### config.mk
export PLATFORM = sky130hd
export DESIGN_NAME = vwrite_top
export DESIGN_NICKNAME = d
export VERILOG_FILES = /design/src/vwrite_pkg.sv /design/src/vwrite_config.sv /design/src/addr_gen.sv /design/src/memory_reader.sv /design/src/databus_writer.sv /design/src/buffer_2p.sv /design/src/vwrite_unit.sv /design/src/vwrite_top.sv
export SDC_FILE = /design/constraint.sdc
export NUM_CORES = 2
export LEC_CHECK = 0
export ABC_CLOCK_PERIOD_IN_PS = 10140
export BUFFER_PORTS_ARGS = -buffer_cell sky130_fd_sc_hd__buf_4
export CORE_AREA = 4 4 509 511
export CTS_CLUSTER_DIAMETER = 100
export CTS_CLUSTER_SIZE = 8
export DETAILED_ROUTE_END_ITERATION = 8
export DIE_AREA = 0 0 513 515
export SKIP_LAST_GASP = 1
export SLEW_MARGIN = 20
export SYNTH_ARGS = -nofsm -noshare
export SYNTH_HDL_FRONTEND = slang
export SYNTH_SLANG_ARGS = --single-unit
export TNS_END_PERCENT = 20
### constraint.sdc
create_clock -name clk -period 10.14 [get_ports clk]
set_clock_uncertainty 0.05 [all_clocks]
set_input_delay 1.014 -clock clk [delete_from_list [all_inputs] [get_ports clk]]
set_output_delay 1.014 -clock clk [all_outputs]
set_load 0.005 [all_outputs]
### src/vwrite_pkg.sv
package vwrite_pkg;

   localparam int BUS_ADDR_W = 32;
   localparam int BUS_DATA_W = 32;
   localparam int LEN_W      = 16;

   typedef logic [BUS_ADDR_W-1:0] bus_addr_t;
   typedef logic [BUS_DATA_W-1:0] bus_data_t;
   typedef logic [LEN_W-1:0]      len_t;
   typedef logic [4:0]            cfg_idx_t;

   // databus transfer settings
   localparam cfg_idx_t REG_EXT_ADDR   = 5'd0;
   localparam cfg_idx_t REG_ADDR_SHIFT = 5'd1;
   localparam cfg_idx_t REG_LENGTH     = 5'd2;
   localparam cfg_idx_t REG_AMOUNT     = 5'd3;
   localparam cfg_idx_t REG_ENABLE     = 5'd4;
   // read side generator
   localparam cfg_idx_t REG_W_START    = 5'd5;
   localparam cfg_idx_t REG_W_INCR     = 5'd6;
   localparam cfg_idx_t REG_W_PER      = 5'd7;
   localparam cfg_idx_t REG_W_DUTY     = 5'd8;
   localparam cfg_idx_t REG_W_ITER     = 5'd9;
   localparam cfg_idx_t REG_W_SHIFT    = 5'd10;
   // store side generator
   localparam cfg_idx_t REG_S_START    = 5'd11;
   localparam cfg_idx_t REG_S_INCR     = 5'd12;
   localparam cfg_idx_t REG_S_PER      = 5'd13;
   localparam cfg_idx_t REG_S_DUTY     = 5'd14;
   localparam cfg_idx_t REG_S_ITER     = 5'd15;
   localparam cfg_idx_t REG_S_SHIFT    = 5'd16;
   localparam cfg_idx_t REG_DELAY      = 5'd17;
   localparam cfg_idx_t REG_PINGPONG   = 5'd18;

   typedef enum logic [1:0] {
      IDLE,
      REQUEST,
      BEATS,
      FINISH
   } writer_state_e;

endpackage

### src/vwrite_config.sv
`timescale 1ns/1ns

module vwrite_config import vwrite_pkg::*; #(
   parameter int ADDR_W   = 6,
   parameter int PERIOD_W = 4,
   parameter int DELAY_W  = 7
) (
   input  logic                clk,
   input  logic                rst,
   input  logic                cfg_we_i,
   input  cfg_idx_t            cfg_idx_i,
   input  bus_data_t           cfg_wdata_i,
   output bus_addr_t           ext_addr_o,
   output bus_addr_t           addr_shift_o,
   output len_t                length_o,
   output len_t                amount_o,
   output logic                enable_o,
   output logic                pingpong_o,
   output logic [DELAY_W-1:0]  delay_o,
   output logic [ADDR_W-1:0]   w_start_o, w_incr_o, w_iter_o, w_shift_o,
   output logic [PERIOD_W-1:0] w_per_o, w_duty_o,
   output logic [ADDR_W-1:0]   s_start_o, s_incr_o, s_iter_o, s_shift_o,
   output logic [PERIOD_W-1:0] s_per_o, s_duty_o
);

   always_ff @(posedge clk or posedge rst) begin
      if (rst) begin
         ext_addr_o   <= '0;
         addr_shift_o <= '0;
         length_o     <= '0;
         amount_o     <= '0;
         enable_o     <= 1'b0;
         pingpong_o   <= 1'b0;
         delay_o      <= '0;
         w_start_o    <= '0;
         w_incr_o     <= '0;
         w_per_o      <= '0;
         w_duty_o     <= '0;
         w_iter_o     <= '0;
         w_shift_o    <= '0;
         s_start_o    <= '0;
         s_incr_o     <= '0;
         s_per_o      <= '0;
         s_duty_o     <= '0;
         s_iter_o     <= '0;
         s_shift_o    <= '0;
      end else if (cfg_we_i) begin
         // each register keeps its low bits only
         case (cfg_idx_i)
            REG_EXT_ADDR:   ext_addr_o   <= cfg_wdata_i;
            REG_ADDR_SHIFT: addr_shift_o <= cfg_wdata_i;
            REG_LENGTH:     length_o     <= cfg_wdata_i[LEN_W-1:0];
            REG_AMOUNT:     amount_o     <= cfg_wdata_i[LEN_W-1:0];
            REG_ENABLE:     enable_o     <= cfg_wdata_i[0];
            REG_W_START:    w_start_o    <= cfg_wdata_i[ADDR_W-1:0];
            REG_W_INCR:     w_incr_o     <= cfg_wdata_i[ADDR_W-1:0];
            REG_W_PER:      w_per_o      <= cfg_wdata_i[PERIOD_W-1:0];
            REG_W_DUTY:     w_duty_o     <= cfg_wdata_i[PERIOD_W-1:0];
            REG_W_ITER:     w_iter_o     <= cfg_wdata_i[ADDR_W-1:0];
            REG_W_SHIFT:    w_shift_o    <= cfg_wdata_i[ADDR_W-1:0];
            REG_S_START:    s_start_o    <= cfg_wdata_i[ADDR_W-1:0];
            REG_S_INCR:     s_incr_o     <= cfg_wdata_i[ADDR_W-1:0];
            REG_S_PER:      s_per_o      <= cfg_wdata_i[PERIOD_W-1:0];
            REG_S_DUTY:     s_duty_o     <= cfg_wdata_i[PERIOD_W-1:0];
            REG_S_ITER:     s_iter_o     <= cfg_wdata_i[ADDR_W-1:0];
            REG_S_SHIFT:    s_shift_o    <= cfg_wdata_i[ADDR_W-1:0];
            REG_DELAY:      delay_o      <= cfg_wdata_i[DELAY_W-1:0];
            REG_PINGPONG:   pingpong_o   <= cfg_wdata_i[0];
            default: ;
         endcase
      end
   end

   a_known_index: assert property (@(posedge clk) disable iff (rst)
      cfg_we_i |-> cfg_idx_i <= REG_PINGPONG);

endmodule

### src/addr_gen.sv
`timescale 1ns/1ns

module addr_gen #(
   parameter int ADDR_W   = 6,
   parameter int PERIOD_W = 4,
   parameter int DELAY_W  = 7
) (
   input  logic                clk,
   input  logic                rst,
   input  logic                run_i,
   input  logic [DELAY_W-1:0]  delay_i,
   input  logic [ADDR_W-1:0]   start_i,
   input  logic [ADDR_W-1:0]   incr_i,
   input  logic [PERIOD_W-1:0] per_i,
   input  logic [PERIOD_W-1:0] duty_i,
   input  logic [ADDR_W-1:0]   iter_i,
   input  logic [ADDR_W-1:0]   shift_i,
   input  logic                ready_i,
   output logic                valid_o,
   output logic [ADDR_W-1:0]   addr_o,
   output logic                done_o
);

   // settings taken at run
   logic [ADDR_W-1:0]   incr_q;
   logic [ADDR_W-1:0]   shift_q;
   logic [PERIOD_W-1:0] per_q;
   logic [PERIOD_W-1:0] duty_q;
   logic [ADDR_W-1:0]   iter_q;
   logic [ADDR_W-1:0]   base_q;

   logic [DELAY_W-1:0]  delay_cnt;
   logic [PERIOD_W-1:0] p_cnt;
   logic [ADDR_W-1:0]   i_cnt;
   logic                busy;
   logic                active;
   logic                step;
   logic                last_p;
   logic                last_out;

   assign active  = busy && (delay_cnt == '0);
   assign valid_o = active && (p_cnt < duty_q);
   // idle part of a period never waits for ready
   assign step    = active && (ready_i || !valid_o);
   assign last_p  = (p_cnt == per_q - 1'b1);
   // walk ends at the last accepted address of the last iteration
   assign last_out = (i_cnt == iter_q - 1'b1) &&
                     (last_p || (valid_o && p_cnt == duty_q - 1'b1));

   always_ff @(posedge clk or posedge rst) begin
      if (rst) begin
         busy      <= 1'b0;
         done_o    <= 1'b1;
         delay_cnt <= '0;
         p_cnt     <= '0;
         i_cnt     <= '0;
      end else if (run_i) begin
         busy      <= (iter_i != '0);
         done_o    <= (iter_i == '0);
         delay_cnt <= delay_i;
         p_cnt     <= '0;
         i_cnt     <= '0;
      end else if (busy && delay_cnt != '0) begin
         delay_cnt <= delay_cnt - 1'b1;
      end else if (step) begin
         if (last_out) begin
            busy   <= 1'b0;
            done_o <= 1'b1;
         end else if (last_p) begin
            p_cnt <= '0;
            i_cnt <= i_cnt + 1'b1;
         end else begin
            p_cnt <= p_cnt + 1'b1;
         end
      end
   end

   // address arithmetic wraps at the buffer size
   always_ff @(posedge clk) begin
      if (run_i) begin
         incr_q  <= incr_i;
         shift_q <= shift_i;
         per_q   <= per_i;
         duty_q  <= duty_i;
         iter_q  <= iter_i;
         base_q  <= start_i;
         addr_o  <= start_i;
      end else if (step) begin
         if (last_p) begin
            base_q <= base_q + shift_q;
            addr_o <= base_q + shift_q;
         end else begin
            addr_o <= addr_o + incr_q;
         end
      end
   end

   a_addr_hold: assert property (@(posedge clk) disable iff (rst)
      valid_o && !ready_i && !run_i |=> $stable(addr_o));

endmodule

### src/memory_reader.sv
`timescale 1ns/1ns

module memory_reader import vwrite_pkg::*; #(
   parameter int ADDR_W = 6
) (
   input  logic              clk,
   input  logic              rst,
   input  logic              s_valid_i,
   output logic              s_ready_o,
   input  logic [ADDR_W-1:0] s_addr_i,
   output logic              m_valid_o,
   input  logic              m_ready_i,
   output bus_data_t         m_data_o,
   output logic              mem_read_o,
   output logic [ADDR_W-1:0] mem_addr_o,
   input  bus_data_t         mem_data_i
);

   // pend marks a read issued last cycle whose word sits on mem_data_i
   logic      pend;
   logic      hold_valid;
   bus_data_t hold_data;
   logic      fire;

   // holding register is always the older word
   assign m_valid_o  = hold_valid || pend;
   assign m_data_o   = hold_valid ? hold_data : mem_data_i;
   assign fire       = m_valid_o && m_ready_i;
   assign s_ready_o  = !(hold_valid && pend) || m_ready_i;
   assign mem_read_o = s_valid_i && s_ready_o;
   assign mem_addr_o = s_addr_i;

   always_ff @(posedge clk or posedge rst) begin
      if (rst) begin
         pend       <= 1'b0;
         hold_valid <= 1'b0;
      end else begin
         // a stalled word stays in the buffer output when no new read goes out
         pend       <= mem_read_o || (pend && hold_valid && !fire);
         hold_valid <= hold_valid ? (pend || !fire) : (pend && !fire);
      end
   end

   always_ff @(posedge clk) begin
      if (pend && (hold_valid == fire)) begin
         hold_data <= mem_data_i;
      end
   end

   a_data_hold: assert property (@(posedge clk) disable iff (rst)
      m_valid_o && !m_ready_i |=> m_valid_o && $stable(m_data_o));

endmodule

### src/databus_writer.sv
`timescale 1ns/1ns

module databus_writer import vwrite_pkg::*; (
   input  logic                    clk,
   input  logic                    rst,
   input  logic                    run_i,
   input  logic                    enable_i,
   input  bus_addr_t               ext_addr_i,
   input  bus_addr_t               addr_shift_i,
   input  len_t                    length_i,
   input  len_t                    amount_i,
   input  logic                    data_valid_i,
   input  bus_data_t               data_i,
   output logic                    data_ready_o,
   input  logic                    databus_ready_i,
   input  logic                    databus_last_i,
   output logic                    databus_valid_o,
   output bus_addr_t               databus_addr_o,
   output len_t                    databus_len_o,
   output bus_data_t               databus_wdata_o,
   output logic [BUS_DATA_W/8-1:0] databus_wstrb_o,
   output logic                    done_o
);

   writer_state_e  state;
   bus_addr_t      shift_q;
   len_t           length_q;
   len_t           beat_cnt;
   // one extra bit since the count is amount plus one
   logic [LEN_W:0] left;
   logic           beat;
   logic           burst_end;

   assign databus_valid_o = (state == BEATS) && data_valid_i;
   assign data_ready_o    = (state == BEATS) && databus_ready_i;
   assign databus_wdata_o = data_i;
   assign databus_wstrb_o = '1;
   assign beat            = databus_valid_o && databus_ready_i;
   assign burst_end       = (beat_cnt == databus_len_o - 1'b1);

   always_ff @(posedge clk or posedge rst) begin
      if (rst) begin
         state          <= IDLE;
         done_o         <= 1'b1;
         left           <= '0;
         beat_cnt       <= '0;
         shift_q        <= '0;
         length_q       <= '0;
         databus_addr_o <= '0;
         databus_len_o  <= '0;
      end else begin
         case (state)
            IDLE: begin
               if (run_i && enable_i) begin
                  state          <= REQUEST;
                  done_o         <= 1'b0;
                  left           <= amount_i + 1'b1;
                  shift_q        <= addr_shift_i;
                  length_q       <= length_i;
                  databus_addr_o <= ext_addr_i;
               end
            end
            REQUEST: begin
               // last burst takes whatever remains
               databus_len_o <= (left < length_q) ? left[LEN_W-1:0] : length_q;
               beat_cnt      <= '0;
               state         <= BEATS;
            end
            BEATS: begin
               if (beat) begin
                  beat_cnt <= beat_cnt + 1'b1;
                  left     <= left - 1'b1;
                  if (burst_end) begin
                     databus_addr_o <= databus_addr_o + shift_q;
                     state          <= (left == 1) ? FINISH : REQUEST;
                  end
               end
            end
            FINISH: begin
               done_o <= 1'b1;
               state  <= IDLE;
            end
            default: state <= IDLE;
         endcase
      end
   end

   a_last_at_end: assert property (@(posedge clk) disable iff (rst)
      beat && databus_last_i |-> burst_end);

endmodule

### src/buffer_2p.sv
`timescale 1ns/1ns

module buffer_2p import vwrite_pkg::*; #(
   parameter int ADDR_W = 6
) (
   input  logic              clk,
   input  logic              write_i,
   input  logic [ADDR_W-1:0] waddr_i,
   input  bus_data_t         wdata_i,
   input  logic              read_i,
   input  logic [ADDR_W-1:0] raddr_i,
   output bus_data_t         rdata_o
);

   bus_data_t mem [2**ADDR_W];

   // read returns the old word on a same-address write
   always_ff @(posedge clk) begin
      if (write_i) begin
         mem[waddr_i] <= wdata_i;
      end
      if (read_i) begin
         rdata_o <= mem[raddr_i];
      end
   end

endmodule

### src/vwrite_unit.sv
`timescale 1ns/1ns

module vwrite_unit import vwrite_pkg::*; #(
   parameter int ADDR_W   = 6,
   parameter int PERIOD_W = 4,
   parameter int DELAY_W  = 7
) (
   input  logic                    clk,
   input  logic                    rst,
   input  logic                    run_i,
   output logic                    done_o,
   input  bus_data_t               in_data_i,
   input  logic                    databus_ready_i,
   input  logic                    databus_last_i,
   output logic                    databus_valid_o,
   output bus_addr_t               databus_addr_o,
   output len_t                    databus_len_o,
   output bus_data_t               databus_wdata_o,
   output logic [BUS_DATA_W/8-1:0] databus_wstrb_o,
   output logic                    buf_write_o,
   output logic [ADDR_W-1:0]       buf_waddr_o,
   output bus_data_t               buf_wdata_o,
   output logic                    buf_read_o,
   output logic [ADDR_W-1:0]       buf_raddr_o,
   input  bus_data_t               buf_rdata_i,
   input  bus_addr_t               ext_addr_i,
   input  bus_addr_t               addr_shift_i,
   input  len_t                    length_i,
   input  len_t                    amount_i,
   input  logic                    enable_i,
   input  logic                    pingpong_i,
   input  logic [DELAY_W-1:0]      delay_i,
   input  logic [ADDR_W-1:0]       w_start_i, w_incr_i, w_iter_i, w_shift_i,
   input  logic [PERIOD_W-1:0]     w_per_i, w_duty_i,
   input  logic [ADDR_W-1:0]       s_start_i, s_incr_i, s_iter_i, s_shift_i,
   input  logic [PERIOD_W-1:0]     s_per_i, s_duty_i
);

   logic              pp_state;
   logic [ADDR_W-1:0] s_addr;
   logic              s_done;
   logic              w_valid;
   logic              w_ready;
   logic [ADDR_W-1:0] w_addr;
   logic [ADDR_W-1:0] w_addr_pp;
   logic              rd_valid;
   logic              rd_ready;
   bus_data_t         rd_data;
   logic              xfer_done;

   always_ff @(posedge clk or posedge rst) begin
      if (rst) begin
         pp_state <= 1'b0;
         done_o   <= 1'b1;
      end else begin
         if (run_i) begin
            pp_state <= pingpong_i ? !pp_state : 1'b0;
         end
         if (run_i) begin
            done_o <= 1'b0;
         end else if (s_done && xfer_done) begin
            done_o <= 1'b1;
         end
      end
   end

   // store into one half, send the other
   assign buf_waddr_o = pingpong_i ? {pp_state, s_addr[ADDR_W-2:0]} : s_addr;
   assign w_addr_pp   = pingpong_i ? {!pp_state, w_addr[ADDR_W-2:0]} : w_addr;
   assign buf_wdata_o = in_data_i;

   addr_gen #(
      .ADDR_W  (ADDR_W),
      .PERIOD_W(PERIOD_W),
      .DELAY_W (DELAY_W)
   ) u_store_gen (
      .clk    (clk),
      .rst    (rst),
      .run_i  (run_i),
      .delay_i(delay_i),
      .start_i(s_start_i),
      .incr_i (s_incr_i),
      .per_i  (s_per_i),
      .duty_i (s_duty_i),
      .iter_i (s_iter_i),
      .shift_i(s_shift_i),
      .ready_i(1'b1),
      .valid_o(buf_write_o),
      .addr_o (s_addr),
      .done_o (s_done)
   );

   // read side only runs when the transfer is enabled
   addr_gen #(
      .ADDR_W  (ADDR_W),
      .PERIOD_W(PERIOD_W),
      .DELAY_W (DELAY_W)
   ) u_read_gen (
      .clk    (clk),
      .rst    (rst),
      .run_i  (run_i && enable_i),
      .delay_i('0),
      .start_i(w_start_i),
      .incr_i (w_incr_i),
      .per_i  (w_per_i),
      .duty_i (w_duty_i),
      .iter_i (w_iter_i),
      .shift_i(w_shift_i),
      .ready_i(w_ready),
      .valid_o(w_valid),
      .addr_o (w_addr),
      .done_o ()
   );

   memory_reader #(
      .ADDR_W(ADDR_W)
   ) u_reader (
      .clk       (clk),
      .rst       (rst),
      .s_valid_i (w_valid),
      .s_ready_o (w_ready),
      .s_addr_i  (w_addr_pp),
      .m_valid_o (rd_valid),
      .m_ready_i (rd_ready),
      .m_data_o  (rd_data),
      .mem_read_o(buf_read_o),
      .mem_addr_o(buf_raddr_o),
      .mem_data_i(buf_rdata_i)
   );

   databus_writer u_writer (
      .clk            (clk),
      .rst            (rst),
      .run_i          (run_i),
      .enable_i       (enable_i),
      .ext_addr_i     (ext_addr_i),
      .addr_shift_i   (addr_shift_i),
      .length_i       (length_i),
      .amount_i       (amount_i),
      .data_valid_i   (rd_valid),
      .data_i         (rd_data),
      .data_ready_o   (rd_ready),
      .databus_ready_i(databus_ready_i),
      .databus_last_i (databus_last_i),
      .databus_valid_o(databus_valid_o),
      .databus_addr_o (databus_addr_o),
      .databus_len_o  (databus_len_o),
      .databus_wdata_o(databus_wdata_o),
      .databus_wstrb_o(databus_wstrb_o),
      .done_o         (xfer_done)
   );

   // in ping-pong mode the generators must stay inside one half
   a_store_half: assert property (@(posedge clk) disable iff (rst)
      pingpong_i && buf_write_o |-> !s_addr[ADDR_W-1]);
   a_read_half: assert property (@(posedge clk) disable iff (rst)
      pingpong_i && w_valid |-> !w_addr[ADDR_W-1]);

endmodule

### src/vwrite_top.sv
`timescale 1ns/1ns

module vwrite_top import vwrite_pkg::*; #(
   parameter int ADDR_W   = 6,
   parameter int PERIOD_W = 4,
   parameter int DELAY_W  = 7
) (
   input  logic                    clk,
   input  logic                    rst,
   input  logic                    cfg_we_i,
   input  cfg_idx_t                cfg_idx_i,
   input  bus_data_t               cfg_wdata_i,
   input  logic                    run_i,
   output logic                    done_o,
   input  bus_data_t               in_data_i,
   input  logic                    databus_ready_i,
   input  logic                    databus_last_i,
   output logic                    databus_valid_o,
   output bus_addr_t               databus_addr_o,
   output len_t                    databus_len_o,
   output bus_data_t               databus_wdata_o,
   output logic [BUS_DATA_W/8-1:0] databus_wstrb_o
);

   bus_addr_t           ext_addr, addr_shift;
   len_t                length, amount;
   logic                enable, pingpong;
   logic [DELAY_W-1:0]  delay;
   logic [ADDR_W-1:0]   w_start, w_incr, w_iter, w_shift;
   logic [ADDR_W-1:0]   s_start, s_incr, s_iter, s_shift;
   logic [PERIOD_W-1:0] w_per, w_duty, s_per, s_duty;
   logic                buf_write;
   logic                buf_read;
   logic [ADDR_W-1:0]   buf_waddr;
   logic [ADDR_W-1:0]   buf_raddr;
   bus_data_t           buf_wdata;
   bus_data_t           buf_rdata;

   vwrite_config #(
      .ADDR_W  (ADDR_W),
      .PERIOD_W(PERIOD_W),
      .DELAY_W (DELAY_W)
   ) u_config (
      .clk         (clk),
      .rst         (rst),
      .cfg_we_i    (cfg_we_i),
      .cfg_idx_i   (cfg_idx_i),
      .cfg_wdata_i (cfg_wdata_i),
      .ext_addr_o  (ext_addr),
      .addr_shift_o(addr_shift),
      .length_o    (length),
      .amount_o    (amount),
      .enable_o    (enable),
      .pingpong_o  (pingpong),
      .delay_o     (delay),
      .w_start_o   (w_start),
      .w_incr_o    (w_incr),
      .w_per_o     (w_per),
      .w_duty_o    (w_duty),
      .w_iter_o    (w_iter),
      .w_shift_o   (w_shift),
      .s_start_o   (s_start),
      .s_incr_o    (s_incr),
      .s_per_o     (s_per),
      .s_duty_o    (s_duty),
      .s_iter_o    (s_iter),
      .s_shift_o   (s_shift)
   );

   vwrite_unit #(
      .ADDR_W  (ADDR_W),
      .PERIOD_W(PERIOD_W),
      .DELAY_W (DELAY_W)
   ) u_unit (
      .clk            (clk),
      .rst            (rst),
      .run_i          (run_i),
      .done_o         (done_o),
      .in_data_i      (in_data_i),
      .databus_ready_i(databus_ready_i),
      .databus_last_i (databus_last_i),
      .databus_valid_o(databus_valid_o),
      .databus_addr_o (databus_addr_o),
      .databus_len_o  (databus_len_o),
      .databus_wdata_o(databus_wdata_o),
      .databus_wstrb_o(databus_wstrb_o),
      .buf_write_o    (buf_write),
      .buf_waddr_o    (buf_waddr),
      .buf_wdata_o    (buf_wdata),
      .buf_read_o     (buf_read),
      .buf_raddr_o    (buf_raddr),
      .buf_rdata_i    (buf_rdata),
      .ext_addr_i     (ext_addr),
      .addr_shift_i   (addr_shift),
      .length_i       (length),
      .amount_i       (amount),
      .enable_i       (enable),
      .pingpong_i     (pingpong),
      .delay_i        (delay),
      .w_start_i      (w_start),
      .w_incr_i       (w_incr),
      .w_iter_i       (w_iter),
      .w_shift_i      (w_shift),
      .w_per_i        (w_per),
      .w_duty_i       (w_duty),
      .s_start_i      (s_start),
      .s_incr_i       (s_incr),
      .s_iter_i       (s_iter),
      .s_shift_i      (s_shift),
      .s_per_i        (s_per),
      .s_duty_i       (s_duty)
   );

   buffer_2p #(
      .ADDR_W(ADDR_W)
   ) u_buffer (
      .clk    (clk),
      .write_i(buf_write),
      .waddr_i(buf_waddr),
      .wdata_i(buf_wdata),
      .read_i (buf_read),
      .raddr_i(buf_raddr),
      .rdata_o(buf_rdata)
   );

endmodule

==> summary.md <==
| Metric | Value |
|---|---|
| Status | `finished, final reports clean` |
| Power, Total | `0.0259 W` |
| Htree depth | `5` |
| WS Path Type | `reg -> reg` |
| Hold WC Path Type | `in -> async` |
| Final TNS setup | `0 ns` |
| Routed wire per std cell | `27.8 um` |
| CTS resizes | `0` |
| Initial Utilization | `39.9%` |
| Fin crit share | `44.9%` |
| Tmin final | `4.56 ns` |
| Die ar. | `264000 sq um` |
| Pwr dens | `221 nW/um^2` |
| Fin area | `117000 sq um` |
| Max VDD drop | `0.000204 V` |
| Rows | `185` |
| Core Region | `254000 sq um` |
| Clock-pin slew on the worst setup and hold paths | `0.06 ns` |
| Sequential area share after synthesis | `73.3%` |
| Critical path buffer and inverter count | `2` |
| GR Util All Layers | `18.7%` |
| Syn Area/Cell | `19.8 sq um` |
| # port buffers | `155` |
| Die height | `515 um` |
| Measured slew at the worst slew-check pin | `1.11 ns` |
| Endpoints failing hold | `0` |
| Leading area contributor after synthesis | `edfxtp_1` |
| Delay-heaviest family, CP | `buffers and inverters` |
| Most frequent CP cell | `mux4_2` |
| Post-DP Area | `107000 sq um` |
| Setup Fix Bufs, Post-CTS | `0` |
| Area Overhead vs Synth | `15.3%` |
| Top Ports | `161` |
| Clock tree root driver cell | `clkbuf_16` |
| RSZ-0062 raised after global routing | `false` |
| DRT Wirelength | `249000 um` |
| Clk_lat worst skew | `0.91 ns` |
| Synth unique cells | `79` |
| Area contributors post-synth | `edfxtp_1 65%, mux4_2 15%, dfrtp_1 8.4%, mux2_2 2.4%, ha_1 1.1%` |
| Die width | `513 um` |
| CTS Hold Buffers Added | `0` |
| Max cap viols | `0` |
| Hpwl dp | `133000 um` |
| Largest net degree at the start of global routing | `172` |
| Hold WS | `0.187 ns` |
| Number of synthesized flops with an enable pin | `2188` |
| Critical Path Start Type | `register` |
| Top cell type's share of synthesized area | `64.8%` |
| Number of global-route vias before repair | `52900` |
| Vias per inst | `5.69` |
| Nets | `5691` |
| Yosys warns | `0` |
| Clock sink total | `2530` |
| Share of layout cells above drive strength 1 | `29.0%` |
| Critical-path cell list | `buf_4, buf_4, mux4_2, mux4_2, mux4_2` |
| Fmax | `219 MHz` |
| Worst EP arrival | `5.16 ns` |
| Leakage power | `39.4 nW` |
| # setup viols final | `0` |
| Via count | `50900` |
| CP required | `10.74 ns` |
| DR pass1 iterations | `6` |
| Ys async rst share | `13.5%` |
| Critical Path Sink Type | `register` |
| CTS tree | `done` |
| Wire length of the first global-routing pass | `363000 um` |
| Max incr delay on CP | `0.88 ns` |
| Worst path slowest cell | `edfxtp_1` |
| Synth Cell Area | `101000 sq um` |
| #FFs+latches synth | `2530` |
| # fillers | `21100` |
| Primary FF master, synth | `edfxtp_1` |
| DRC violations left | `0` |
| Rel. slew slack | `26.0%` |
| Final Slew Violations | `0` |
| Clock buffer depth | `4` |
| Gpl congestion | `0.778` |
| Initial drt markers | `5287` |
| Cts bufs inserted | `367` |
| Routed Antenna Nets | `0` |
| Initial antenna violation count | `15` |
| Grt ovf | `0` |
| Post-Synthesis Cells | `5118` |
| Critical Path Fanout Max | `59` |
## per-stage QoR
stage	worst slack, ns	util (%)	cells
floorplan	4.50	-	5121
global placement	5.50	42.2	8513
detailed placement	5.51	42.2	8513
CTS	5.52	46.0	8941
global route	5.46	46.0	8948
finish	5.58	46.0	8954
## report_power, final
group	switching (W)	internal, W	total (W)
clock	0.00406	0.00646	0.0105
sequential	0.000233	0.0117	0.0119
combinational	0.00182	0.00158	0.00340
total	0.00611	0.0198	0.0259
## worst paths after layout
kind	startpoint	to	slack (ns)	cells after the start
worst max-delay path	u_unit.u_read_gen.addr_o[1]	u_buffer.rdata_o[31]	5.58	5
worst min-delay path	rst	u_unit.u_writer.databus_addr_o[14]	0.19	2
worst max register to register	u_unit.u_read_gen.addr_o[1]	u_buffer.rdata_o[31]	5.58	5
worst min register to register	u_config.w_duty_o[0]	u_unit.u_read_gen.duty_q[0]	0.38	0
max in group asynchronous	rst	u_unit.u_writer.databus_addr_o[29]	7.58	4
min in group clk	cfg_wdata_i[30]	u_config.ext_addr_o[30]	0.29	2
## placed cells by master, fill, tap and decap left out, types with 45 or more instances in the layout
cell type and instances:
xor2_1 58, nand3_1 45, xnor2_1 74, buf_4 255
clkbuf_16 373, nor2_4 64, o21ai_0 135, edfxtp_1 2188
dfrtp_1 338, mux2_2 219, inv_1 88, mux4_2 661
nand2_1 280, ha_1 93, clkbuf_1 45, nor2_1 142
a21oi_1 94
## final cells by class
cell class              count  area [sq um]  share of cell area, %
clock buffers             418          9500                   8.13
well taps                3366          4210                   3.60
flip-flops and latches   2530         74300                   63.5
clock inverters            10          97.6                 0.0835
inverters                  92           350                  0.300
multi-input cells        2264         26300                   22.5
diodes                     11          27.5                 0.0235
repair buffers            263          2090                   1.79
## layer usage
metal / global-route usage [%] / share of wire, % / up-vias
met5: 0 / 0.025 / -
met4: 4.87 / 2.1 / 8
met2: 30.4 / 49 / 1603
met3: 3.26 / 6.2 / 359
met1: 26.2 / 43 / 27600
li1: - / - / 21400
## state kept, by name (all words and copies together), names as in the netlist, 17 cells and up
register,flops
u_unit.u_writer.left,17
u_unit.u_writer.databus_addr_o,32
u_config.ext_addr_o,32
u_unit.u_reader.hold_data,32
u_buffer.rdata_o,32
u_buffer.mem,2048
u_config.addr_shift_o,32
u_unit.u_writer.shift_q,32
## synthesized netlist by cell type (4+ instances only)
| library cell | n |
|---|---|
| o21a_1 | 15 |
| and3_1 | 21 |
| xor2_1 | 58 |
| nor3_1 | 27 |
| mux2_2 | 219 |
| o211ai_1 | 12 |
| nand3_1 | 45 |
| nand2_1 | 280 |
| a221o_1 | 4 |
| o21ai_0 | 135 |
| buf_2 | 14 |
| edfxtp_1 | 2188 |
| nand3b_1 | 10 |
| or3_1 | 19 |
| fa_1 | 5 |
| mux4_2 | 661 |
| nor3b_1 | 4 |
| inv_1 | 89 |
| o21bai_1 | 8 |
| clkbuf_1 | 147 |
| a31oi_1 | 37 |
| o22ai_1 | 6 |
| nor2_1 | 206 |
| and2_1 | 9 |
| buf_1 | 67 |
| a21o_1 | 15 |
| dfrtp_1 | 339 |
| xnor2_1 | 74 |
| ha_1 | 93 |
| nor4_1 | 14 |
| or4_1 | 8 |
| a211oi_1 | 13 |
| mux2i_1 | 37 |
| nand2b_1 | 16 |
| nand4_1 | 23 |
| a21oi_1 | 94 |
| or2_2 | 6 |
| o31ai_1 | 7 |
| nor2b_1 | 21 |
| buf_4 | 6 |
## worst reg2reg max path, cell delays in order (launching register included)
cell and delay [ns]:
edfxtp_1 0.88, buf_4 0.80, buf_4 0.94, mux4_2 0.45, mux4_2 0.60, mux4_2 0.56
## cells by family after synthesis
| family | after synthesis | share of synthesized area (%) |
|---|---|---|
| AO/OA/AOI/OAI | 386 | 2.31 |
| XOR/XNOR | 132 | 1.14 |
| adder cells (fa/ha/maj) | 99 | 1.26 |
| buffers and inverters | 327 | 1.26 |
| flip-flops | 2530 | 73.3 |
| multiplexers | 917 | 17.5 |
| other | 1 | 0.00370 |
| AND/OR/NAND/NOR | 726 | 3.27 |
Note: power is estimated with default switching activity, not from simulation.
